**config.mk**
```make
export PLATFORM = sky130hd
export DESIGN_NAME = lsu_top
export DESIGN_NICKNAME = d
export VERILOG_FILES = /design/src/hdl/lsu_pkg.sv /design/src/hdl/lsu_issue.sv /design/src/hdl/lsu_load_track.sv /design/src/hdl/lsu_ordering.sv /design/src/hdl/lsu_top.sv
export SDC_FILE = /design/constraint.sdc
export NUM_CORES = 1
export LEC_CHECK = 0
export BUFFER_PORTS_ARGS = -buffer_cell sky130_fd_sc_hd__buf_4
export CELL_PAD_IN_SITES_DETAIL_PLACEMENT = 0
export CELL_PAD_IN_SITES_GLOBAL_PLACEMENT = 1
export CORE_ASPECT_RATIO = 1.25
export CORE_UTILIZATION = 45
export DETAILED_ROUTE_END_ITERATION = 6
export PLACE_DENSITY = 0.88
export SLEW_MARGIN = 20
export SYNTH_ARGS = -nofsm -noshare
export SYNTH_HDL_FRONTEND = slang
export SYNTH_SLANG_ARGS = --single-unit
```
**constraint.sdc**
```tcl
create_clock -name aclk -period 5.6 [get_ports aclk]
set_input_delay 1.12 -clock aclk [delete_from_list [all_inputs] [get_ports aclk]]
set_output_delay 1.12 -clock aclk [all_outputs]
set_load 0.005 [all_outputs]
```
**src/hdl/lsu_pkg.sv**
```systemverilog
//////////////////////////////
// RV32 only; alignment helpers assume 4-byte words
//////////////////////////////

`default_nettype none

package lsu_pkg;

    localparam int XLEN = 32;

    typedef logic [XLEN-1:0]   addr_t;
    typedef logic [XLEN-1:0]   data_t;
    typedef logic [XLEN/8-1:0] strb_t;
    typedef logic [4:0]        reg_idx_t;

    // Major opcodes, anything else is handled as a load
    typedef enum logic [6:0] {
        op_load  = 7'b0000011,
        op_store = 7'b0100011
    } opcode_e;

    // Access width and sign
    typedef enum logic [2:0] {
        f_b  = 3'b000,
        f_h  = 3'b001,
        f_w  = 3'b010,
        f_bu = 3'b100,
        f_hu = 3'b101
    } funct3_e;

    typedef struct packed {
        opcode_e    opcode;
        funct3_e    funct3;
        reg_idx_t   rs1;
        reg_idx_t   rs2;
        reg_idx_t   rd;
        logic [11:0] imm12;
    } lsu_inst_t;

    // Context kept for each load in flight
    typedef struct packed {
        reg_idx_t   rd;
        funct3_e    funct3;
        logic [1:0] offset;
    } ld_ctx_t;

    typedef struct packed {
        logic     wr;
        reg_idx_t addr;
        data_t    val;
    } rd_write_t;

    typedef struct packed {
        data_t data;
        strb_t strb;
    } w_payload_t;

    typedef struct packed {
        data_t      data;
        logic [1:0] resp;
    } r_payload_t;

    typedef struct packed {
        logic load_misaligned;
        logic store_misaligned;
    } lsu_exc_t;

    ////////////////////////////// Alignment

    // Move rs2 to the byte lane of the address
    function automatic data_t store_data(data_t rs2, logic [1:0] offset);
        return rs2 << {offset, 3'b000};
    endfunction

    // Strobe follows the width, shifted to the lane
    function automatic strb_t store_strb(funct3_e funct3, logic [1:0] offset);
        strb_t base;
        case (funct3[1:0])
            2'b00:   base = strb_t'(4'b0001);
            2'b01:   base = strb_t'(4'b0011);
            default: base = strb_t'(4'b1111);
        endcase
        return base << offset;
    endfunction

    // Bring the addressed bytes to bit 0, then extend
    function automatic data_t load_value(funct3_e funct3, data_t rdata, logic [1:0] offset);
        data_t sh;
        sh = rdata >> {offset, 3'b000};
        case (funct3)
            f_b:     return {{(XLEN-8){sh[7]}}, sh[7:0]};
            f_bu:    return {{(XLEN-8){1'b0}}, sh[7:0]};
            f_h:     return {{(XLEN-16){sh[15]}}, sh[15:0]};
            f_hu:    return {{(XLEN-16){1'b0}}, sh[15:0]};
            default: return sh;
        endcase
    endfunction

endpackage

`default_nettype wire

```
**src/hdl/lsu_issue.sv**
```systemverilog
//////////////////////////////
// inst must stay stable while valid waits for ready
// Misaligned accesses still go out on the bus
//////////////////////////////

`timescale 1ns/100ps
`default_nettype none

module lsu_issue import lsu_pkg::*; (
    input  wire             aclk,
    input  wire             aresetn,
    input  wire             inst_valid,
    output logic            inst_ready,
    input  wire lsu_inst_t  inst,
    input  wire data_t      rs1_val,
    input  wire data_t      rs2_val,
    output reg_idx_t        rs1_addr,
    output reg_idx_t        rs2_addr,
    // From the ordering counters
    input  wire             wr_block,
    input  wire             rd_block,
    input  wire             wr_at_max,
    input  wire             rd_at_max,
    // Accepted instruction marks
    output logic            load_issue,
    output logic            store_issue,
    output ld_ctx_t         ld_ctx,
    output lsu_exc_t        exceptions,
    // AXI4-lite request channels
    output logic            awvalid,
    input  wire             awready,
    output addr_t           aw_addr,
    output logic            wvalid,
    input  wire             wready,
    output w_payload_t      w_data,
    output logic            arvalid,
    input  wire             arready,
    output addr_t           ar_addr
);

    typedef enum logic [1:0] {
        IDLE,
        WAIT,
        SERVE
    } state_e;

    state_e state;
    logic   ready_fsm;
    logic   pend_store;
    logic   is_store;
    logic   accept;
    logic   is_half;
    logic   misaligned;
    addr_t  addr;
    addr_t  addr_q;

    ////////////////////////////// Decode

    assign rs1_addr = inst.rs1;
    assign rs2_addr = inst.rs2;

    // Unknown opcodes fall on the load path
    assign is_store = (inst.opcode == op_store);

    // rs1 plus sign-extended imm12
    assign addr = rs1_val + {{(XLEN-12){inst.imm12[11]}}, inst.imm12};

    assign accept      = inst_valid & inst_ready;
    assign load_issue  = accept & ~is_store;
    assign store_issue = accept & is_store;

    assign ld_ctx = '{rd: inst.rd, funct3: inst.funct3, offset: addr[1:0]};

    // Halfword on odd byte, or word off a word boundary
    assign is_half    = (inst.funct3 == f_h) || (inst.funct3 == f_hu);
    assign misaligned = (is_half && addr[0]) ||
                        (inst.funct3 == f_w && addr[1:0] != 2'b00);

    // No new instruction at either outstanding limit
    assign inst_ready = ready_fsm & ~rd_at_max & ~wr_at_max;

    ////////////////////////////// Request FSM

    always_ff @(posedge aclk or negedge aresetn) begin
        if (!aresetn) begin
            state      <= IDLE;
            ready_fsm  <= 1'b0;
            pend_store <= 1'b0;
            awvalid    <= 1'b0;
            wvalid     <= 1'b0;
            arvalid    <= 1'b0;
        end else begin
            case (state)
                IDLE: begin
                    if (accept) begin
                        ready_fsm  <= 1'b0;
                        pend_store <= is_store;
                        // Opposite direction still busy, park in WAIT
                        if (is_store && !rd_block) begin
                            awvalid <= 1'b1;
                            wvalid  <= 1'b1;
                            state   <= SERVE;
                        end else if (!is_store && !wr_block) begin
                            arvalid <= 1'b1;
                            state   <= SERVE;
                        end else begin
                            state <= WAIT;
                        end
                    end else begin
                        ready_fsm <= 1'b1;
                    end
                end

                // Wait for the last completion of the other direction
                WAIT: begin
                    if (pend_store && !rd_block) begin
                        awvalid <= 1'b1;
                        wvalid  <= 1'b1;
                        state   <= SERVE;
                    end else if (!pend_store && !wr_block) begin
                        arvalid <= 1'b1;
                        state   <= SERVE;
                    end
                end

                // Each channel drops on its own handshake
                SERVE: begin
                    if (awready) begin
                        awvalid <= 1'b0;
                    end
                    if (wready) begin
                        wvalid <= 1'b0;
                    end
                    if (arready) begin
                        arvalid <= 1'b0;
                    end
                    // Back to IDLE once nothing is left unacknowledged
                    if ((!awvalid || awready) && (!wvalid || wready) &&
                        (!arvalid || arready)) begin
                        ready_fsm <= 1'b1;
                        state     <= IDLE;
                    end
                end

                default: begin
                    state <= IDLE;
                end
            endcase
        end
    end

    ////////////////////////////// Payload

    // Captured on accept, held until the handshakes
    always_ff @(posedge aclk) begin
        if (accept) begin
            addr_q      <= addr;
            w_data.data <= store_data(rs2_val, addr[1:0]);
            w_data.strb <= store_strb(inst.funct3, addr[1:0]);
        end
    end

    // Same address serves both directions
    assign aw_addr = addr_q;
    assign ar_addr = addr_q;

    ////////////////////////////// Exceptions

    // One-cycle pulse after the accepting edge
    always_ff @(posedge aclk or negedge aresetn) begin
        if (!aresetn) begin
            exceptions <= '0;
        end else begin
            exceptions.load_misaligned  <= load_issue & misaligned;
            exceptions.store_misaligned <= store_issue & misaligned;
        end
    end

endmodule

`default_nettype wire

```
**src/hdl/lsu_load_track.sv**
```systemverilog
//////////////////////////////
// Read data returns in issue order
// FIFO overflow is prevented upstream by the read limit
//////////////////////////////

`timescale 1ns/100ps
`default_nettype none

module lsu_load_track import lsu_pkg::*; #(
    parameter int MAX_OR     = 8,
    parameter int NB_INT_REG = 32
) (
    input  wire                    aclk,
    input  wire                    aresetn,
    input  wire                    load_issue,
    input  wire ld_ctx_t           ld_ctx,
    input  wire                    rvalid,
    input  wire r_payload_t        r_data,
    output rd_write_t              rd_write,
    output logic [NB_INT_REG-1:0]  regs_free
);

    localparam int PTR_W = $clog2(MAX_OR);
    localparam int CNT_W = $clog2(MAX_OR) + 1;

    ld_ctx_t          fifo_mem [MAX_OR];
    logic [PTR_W-1:0] wr_ptr;
    logic [PTR_W-1:0] rd_ptr;
    ld_ctx_t          head;

    // In-flight loads per register, x0 excluded
    logic [CNT_W-1:0] busy_cnt [1:NB_INT_REG-1];

    ////////////////////////////// Context FIFO

    always_ff @(posedge aclk) begin
        if (load_issue) begin
            fifo_mem[wr_ptr] <= ld_ctx;
        end
    end

    // Pointers wrap on the power-of-two depth
    always_ff @(posedge aclk or negedge aresetn) begin
        if (!aresetn) begin
            wr_ptr <= '0;
            rd_ptr <= '0;
        end else begin
            if (load_issue) begin
                wr_ptr <= wr_ptr + 1'b1;
            end
            if (rvalid) begin
                rd_ptr <= rd_ptr + 1'b1;
            end
        end
    end

    // Oldest load matches the current completion
    assign head = fifo_mem[rd_ptr];

    ////////////////////////////// Write-back

    // Same cycle as the R handshake
    assign rd_write.wr   = rvalid;
    assign rd_write.addr = head.rd;
    assign rd_write.val  = load_value(head.funct3, r_data.data, head.offset);

    ////////////////////////////// Register busy

    assign regs_free[0] = 1'b1;

    for (genvar i = 1; i < NB_INT_REG; i++) begin : g_reg
        logic inc;
        logic dec;

        assign inc = load_issue && (ld_ctx.rd == reg_idx_t'(i));
        assign dec = rvalid && (head.rd == reg_idx_t'(i));

        always_ff @(posedge aclk or negedge aresetn) begin
            if (!aresetn) begin
                busy_cnt[i] <= '0;
            end else if (inc && !dec) begin
                busy_cnt[i] <= busy_cnt[i] + 1'b1;
            end else if (!inc && dec) begin
                busy_cnt[i] <= busy_cnt[i] - 1'b1;
            end
        end

        // Free once every load to it has written back
        assign regs_free[i] = (busy_cnt[i] == '0);
    end

endmodule

`default_nettype wire

```
**src/hdl/lsu_ordering.sv**
```systemverilog
//////////////////////////////
// bready and rready assumed always high
//////////////////////////////

`timescale 1ns/100ps
`default_nettype none

module lsu_ordering #(
    parameter int MAX_OR = 8
) (
    input  wire  aclk,
    input  wire  aresetn,
    input  wire  load_issue,
    input  wire  store_issue,
    input  wire  bvalid,
    input  wire  rvalid,
    output logic wr_block,
    output logic rd_block,
    output logic wr_at_max,
    output logic rd_at_max,
    output logic pending_read,
    output logic pending_write
);

    localparam int CNT_W = $clog2(MAX_OR) + 1;

    // Index 0 is the read direction, index 1 the write direction
    logic [1:0]       issue;
    logic [1:0]       done;
    logic [CNT_W-1:0] cnt [2];

    assign issue = {store_issue, load_issue};
    assign done  = {bvalid, rvalid};

    ////////////////////////////// Outstanding counters

    for (genvar d = 0; d < 2; d++) begin : g_dir
        always_ff @(posedge aclk or negedge aresetn) begin
            if (!aresetn) begin
                cnt[d] <= '0;
            end else if (issue[d] && !done[d]) begin
                cnt[d] <= cnt[d] + 1'b1;
            end else if (!issue[d] && done[d]) begin
                cnt[d] <= cnt[d] - 1'b1;
            end
            // Issue and completion together leave the count as is
        end
    end

    ////////////////////////////// Flags

    // Outstanding writes hold back reads
    assign wr_block = (cnt[1] != '0);
    // Outstanding reads hold back writes
    assign rd_block = (cnt[0] != '0);

    assign wr_at_max = (cnt[1] == CNT_W'(MAX_OR));
    assign rd_at_max = (cnt[0] == CNT_W'(MAX_OR));

    assign pending_write = wr_block;
    assign pending_read  = rd_block;

endmodule

`default_nettype wire

```
**src/hdl/lsu_top.sv**
```systemverilog
//////////////////////////////
// MAX_OR must be a power of two and at least 2
// Error responses on B and R are not reported
//////////////////////////////

`timescale 1ns/100ps
`default_nettype none

module lsu_top import lsu_pkg::*; #(
    parameter int MAX_OR     = 8,
    parameter int NB_INT_REG = 32
) (
    input  wire                    aclk,
    input  wire                    aresetn,
    // Instruction port
    input  wire                    inst_valid,
    output logic                   inst_ready,
    input  wire lsu_inst_t         inst,
    // Register file
    output reg_idx_t               rs1_addr,
    output reg_idx_t               rs2_addr,
    input  wire data_t             rs1_val,
    input  wire data_t             rs2_val,
    output rd_write_t              rd_write,
    output logic [NB_INT_REG-1:0]  regs_free,
    // Status to the core
    output logic                   pending_read,
    output logic                   pending_write,
    output lsu_exc_t               exceptions,
    // AXI4-lite
    output logic                   awvalid,
    input  wire                    awready,
    output addr_t                  aw_addr,
    output logic                   wvalid,
    input  wire                    wready,
    output w_payload_t             w_data,
    input  wire                    bvalid,
    output logic                   bready,
    input  wire [1:0]              bresp,
    output logic                   arvalid,
    input  wire                    arready,
    output addr_t                  ar_addr,
    input  wire                    rvalid,
    output logic                   rready,
    input  wire r_payload_t        r_data
);

    logic    wr_block;
    logic    rd_block;
    logic    wr_at_max;
    logic    rd_at_max;
    logic    load_issue;
    logic    store_issue;
    ld_ctx_t ld_ctx;

    // Completions always accepted
    assign bready = 1'b1;
    assign rready = 1'b1;

    lsu_issue i_issue (
        .aclk        (aclk),
        .aresetn     (aresetn),
        .inst_valid  (inst_valid),
        .inst_ready  (inst_ready),
        .inst        (inst),
        .rs1_val     (rs1_val),
        .rs2_val     (rs2_val),
        .rs1_addr    (rs1_addr),
        .rs2_addr    (rs2_addr),
        .wr_block    (wr_block),
        .rd_block    (rd_block),
        .wr_at_max   (wr_at_max),
        .rd_at_max   (rd_at_max),
        .load_issue  (load_issue),
        .store_issue (store_issue),
        .ld_ctx      (ld_ctx),
        .exceptions  (exceptions),
        .awvalid     (awvalid),
        .awready     (awready),
        .aw_addr     (aw_addr),
        .wvalid      (wvalid),
        .wready      (wready),
        .w_data      (w_data),
        .arvalid     (arvalid),
        .arready     (arready),
        .ar_addr     (ar_addr)
    );

    lsu_ordering #(.MAX_OR(MAX_OR)) i_ordering (
        .aclk          (aclk),
        .aresetn       (aresetn),
        .load_issue    (load_issue),
        .store_issue   (store_issue),
        .bvalid        (bvalid),
        .rvalid        (rvalid),
        .wr_block      (wr_block),
        .rd_block      (rd_block),
        .wr_at_max     (wr_at_max),
        .rd_at_max     (rd_at_max),
        .pending_read  (pending_read),
        .pending_write (pending_write)
    );

    lsu_load_track #(.MAX_OR(MAX_OR), .NB_INT_REG(NB_INT_REG)) i_load_track (
        .aclk       (aclk),
        .aresetn    (aresetn),
        .load_issue (load_issue),
        .ld_ctx     (ld_ctx),
        .rvalid     (rvalid),
        .r_data     (r_data),
        .rd_write   (rd_write),
        .regs_free  (regs_free)
    );

endmodule

`default_nettype wire

```
==> run metrics <==
outcome finished, final reports clean; fmax 209 MHz; Post-Place Setup Slack 747 ps; clk_lat worst skew 510 ps; Clock Tree Buf Depth 3; sequential area share after synthesis 0.466; largest net degree at the start of global routing 101; YS warnings 0; area added between synthesis and finish 20.8%; GRT Total Usage 0.209; CP startpoint kind flop; Clock Tree Root clkbuf_16; Yosys cell types 63; # placed instances 2244; drt total wl 40600 um; Sink Count 295; Async S/R FF share, synth 0.498; initial core utilization 0.456; Antenna Diode Count 0; MaxCap Viol Count 0; Crit Path Max Fanout 16; final setup violating endpoints 0; global-route wire length before repair 65500 um; area of the mapped netlist 0.0174 sq mm; Min-Delay Path Class reg -> reg; nets 2099; Max VDD drop 0.233 mV; total die area 0.0396 sq mm; average vias per placed instance 5.34; cell taking the most area after synthesis edfxtp_1; Final Non-Filler Cells 2305; Die H 222 um; Placer Congestion 0.831; CTS tree built; drt wl/cell 17.6 um; slew at the pin closest to its max-slew limit 1110 ps; Initial DRC Count 515; Overflow after GRT 0; Synth Area per Inst 11.5 sq um; RSZ-0062 raised after global routing false; most instantiated cells after synthesis edfxtp_1 (148), dfrtp_1 (147), ha_1 (132), xnor2_1 (128); cts hold-fix bufs 0; CTS H-Tree Depth 2; fin. max-slew vios 0; Via Count 12300; post-CTS sizing 0; post-route ant nets 0; most common cell in the synthesized netlist edfxtp_1; Worst Skew 14.9 ps; DIE WIDTH 178 um; initial antenna violation count 0; Max transition margin 0.253; Hold Slack 465 ps; Synth Flop Type edfxtp_1; Synth area leaders edfxtp_1 (25%), dfrtp_1 (21%), ha_1 (9.5%); Setup TNS 0 ps; post-synth top area share 0.255; clock buffer count from CTS 34; IO Port Bufs 307; crit path DAT 3660 ps; EDFF count, synth 148; Mapped Cells 1517; Setup Fix Bufs, Post-CTS 0; post-route minimum period 4780 ps; Static Leakage 0.00905 uW; HPWL after DPL 29400 um; DRT Pass-1 Iters 4; Fin. Hold Viols 0; layout cells sized above 1 0.253; CP Class reg -> out; total core area 0.0382 sq mm; # rows 80; Pwr Density 523 mW/mm^2; Crit. End Element primary output; I/O pins 335; period utilization 0.853; Final Worst Setup Slack 821 ps; final core occ 0.551; DRC viols 0; clk slew on worst S/H paths 60 ps; worst endpoint required time 4480 ps; flip-flop and latch count after synthesis 295; vias in the first global route 12700
-- critical path, stage by stage (launching register included) --
cell and delay (ps):
dfrtp_1 420, mux4_1 620, mux2i_4 300, nor2b_1 720, a22o_1 270, mux2i_1 70
or2_1 430, o21ai_0 180, buf_4 140
-- registers in the layout, indices dropped and copies added (netlist names) --
name	flops
i_load_track.fifo_mem	80
i_issue.state	2
i_ordering.cnt	8
i_issue.arvalid	1
i_issue.exceptions	2
i_load_track.rd_ptr	3
i_load_track.busy_cnt	124
i_load_track.wr_ptr	3
i_issue.ar_addr	32
i_issue.ready_fsm	1
i_issue.w_data	36
i_issue.awvalid	1
i_issue.pend_store	1
i_issue.wvalid	1
-- metrics by stage --
step           total power (uW)  cell area (sq um)
2_1_floorplan              7020              17500
3_3_place_gp               8710              20000
3_5_place_dp               8900              20000
4_1_cts                   11100              21100
5_1_grt                   11800              21100
6_report                  11000              21100
-- final timing paths --
check	from	to	slack (ps)	cells past startpoint
worst max-delay path	i_load_track.rd_ptr[0]	rd_write[17]	820	8
worst min-delay path	i_load_track.busy_cnt[123]	i_load_track.busy_cnt[123]	470	1
worst max register to register	i_load_track.rd_ptr[0]	i_load_track.busy_cnt[111]	1500	13
worst min register to register	i_load_track.busy_cnt[123]	i_load_track.busy_cnt[123]	470	1
max in group asynchronous	aresetn	i_load_track.busy_cnt[55]	3620	2
min in group asynchronous	aresetn	i_load_track.busy_cnt[110]	740	1
-- placed cells by master, fill, tap and decap left out, drive strengths merged, types with 3 or more instances in the layout --
master / Yosys / layout
buf: 62 / 317
a21oi: 86 / 86
or2: 5 / 5
a221oi: 3 / 3
o21a: 8 / 8
nor2: 124 / 124
and2: 4 / 4
a21o: 54 / 54
ha: 132 / 132
a31oi: 9 / 9
and3: 13 / 13
o21ai: 74 / 74
inv: 49 / 52
nor3: 11 / 11
edfxtp: 148 / 148
dfrtp: 147 / 147
fa: 34 / 34
clkinv: 2 / 11
nand2: 123 / 123
mux4: 20 / 20
xnor2: 128 / 128
nor4: 33 / 33
conb: 1 / 3
clkbuf: 22 / 47
nor2b: 18 / 18
a211oi: 10 / 10
nand3: 10 / 10
xor2: 39 / 39
a22o: 8 / 8
nand4: 8 / 8
nand2b: 16 / 16
mux2: 49 / 49
mux2i: 38 / 38
-- cells by family (layout without fill, tap and decap cells) --
group | count (synthesis) | in the layout | synth area share
compound gates | 272 | 272 | 0.0962
xor+xnor | 167 | 167 | 0.0838
fa+ha+maj | 166 | 166 | 0.134
buf+inv | 135 | 429 | 0.0403
flops | 295 | 295 | 0.466
mux | 107 | 107 | 0.0817
other cells | 1 | 3 | 0.000215
simple gates | 374 | 374 | 0.0985
-- metal layers --
| metal | share of wire | track usage | wire length, um | up-vias |
|---|---|---|---|---|
| met3 | 0.058 | 0.0420 | 2340 | 65 |
| met4 | 0.025 | 0.0656 | 1000 | 0 |
| met5 | 0 | 0 | 0 | - |
| met2 | 0.51 | 0.370 | 20800 | 351 |
| li1 | - | - | - | 5937 |
| met1 | 0.40 | 0.252 | 16400 | 5956 |
-- where the power goes --
part	switching (uW)	internal (uW)
Clock	894	1290
Sequential	708	3100
Combinational	2400	2630
Total	4000	7030
-- cell type report --
| class | count | area [sq um] |
|---|---|---|
| multi-input combinational | 1089 | 8670 |
| tap | 492 | 616 |
| clock inverter | 14 | 111 |
| timing repair buffer | 317 | 2380 |
| inverter | 51 | 191 |
| fill | 3212 | 17200 |
| sequential | 295 | 8120 |
| clock buffer | 47 | 991 |
Note: power is estimated with default switching activity, not from simulation.
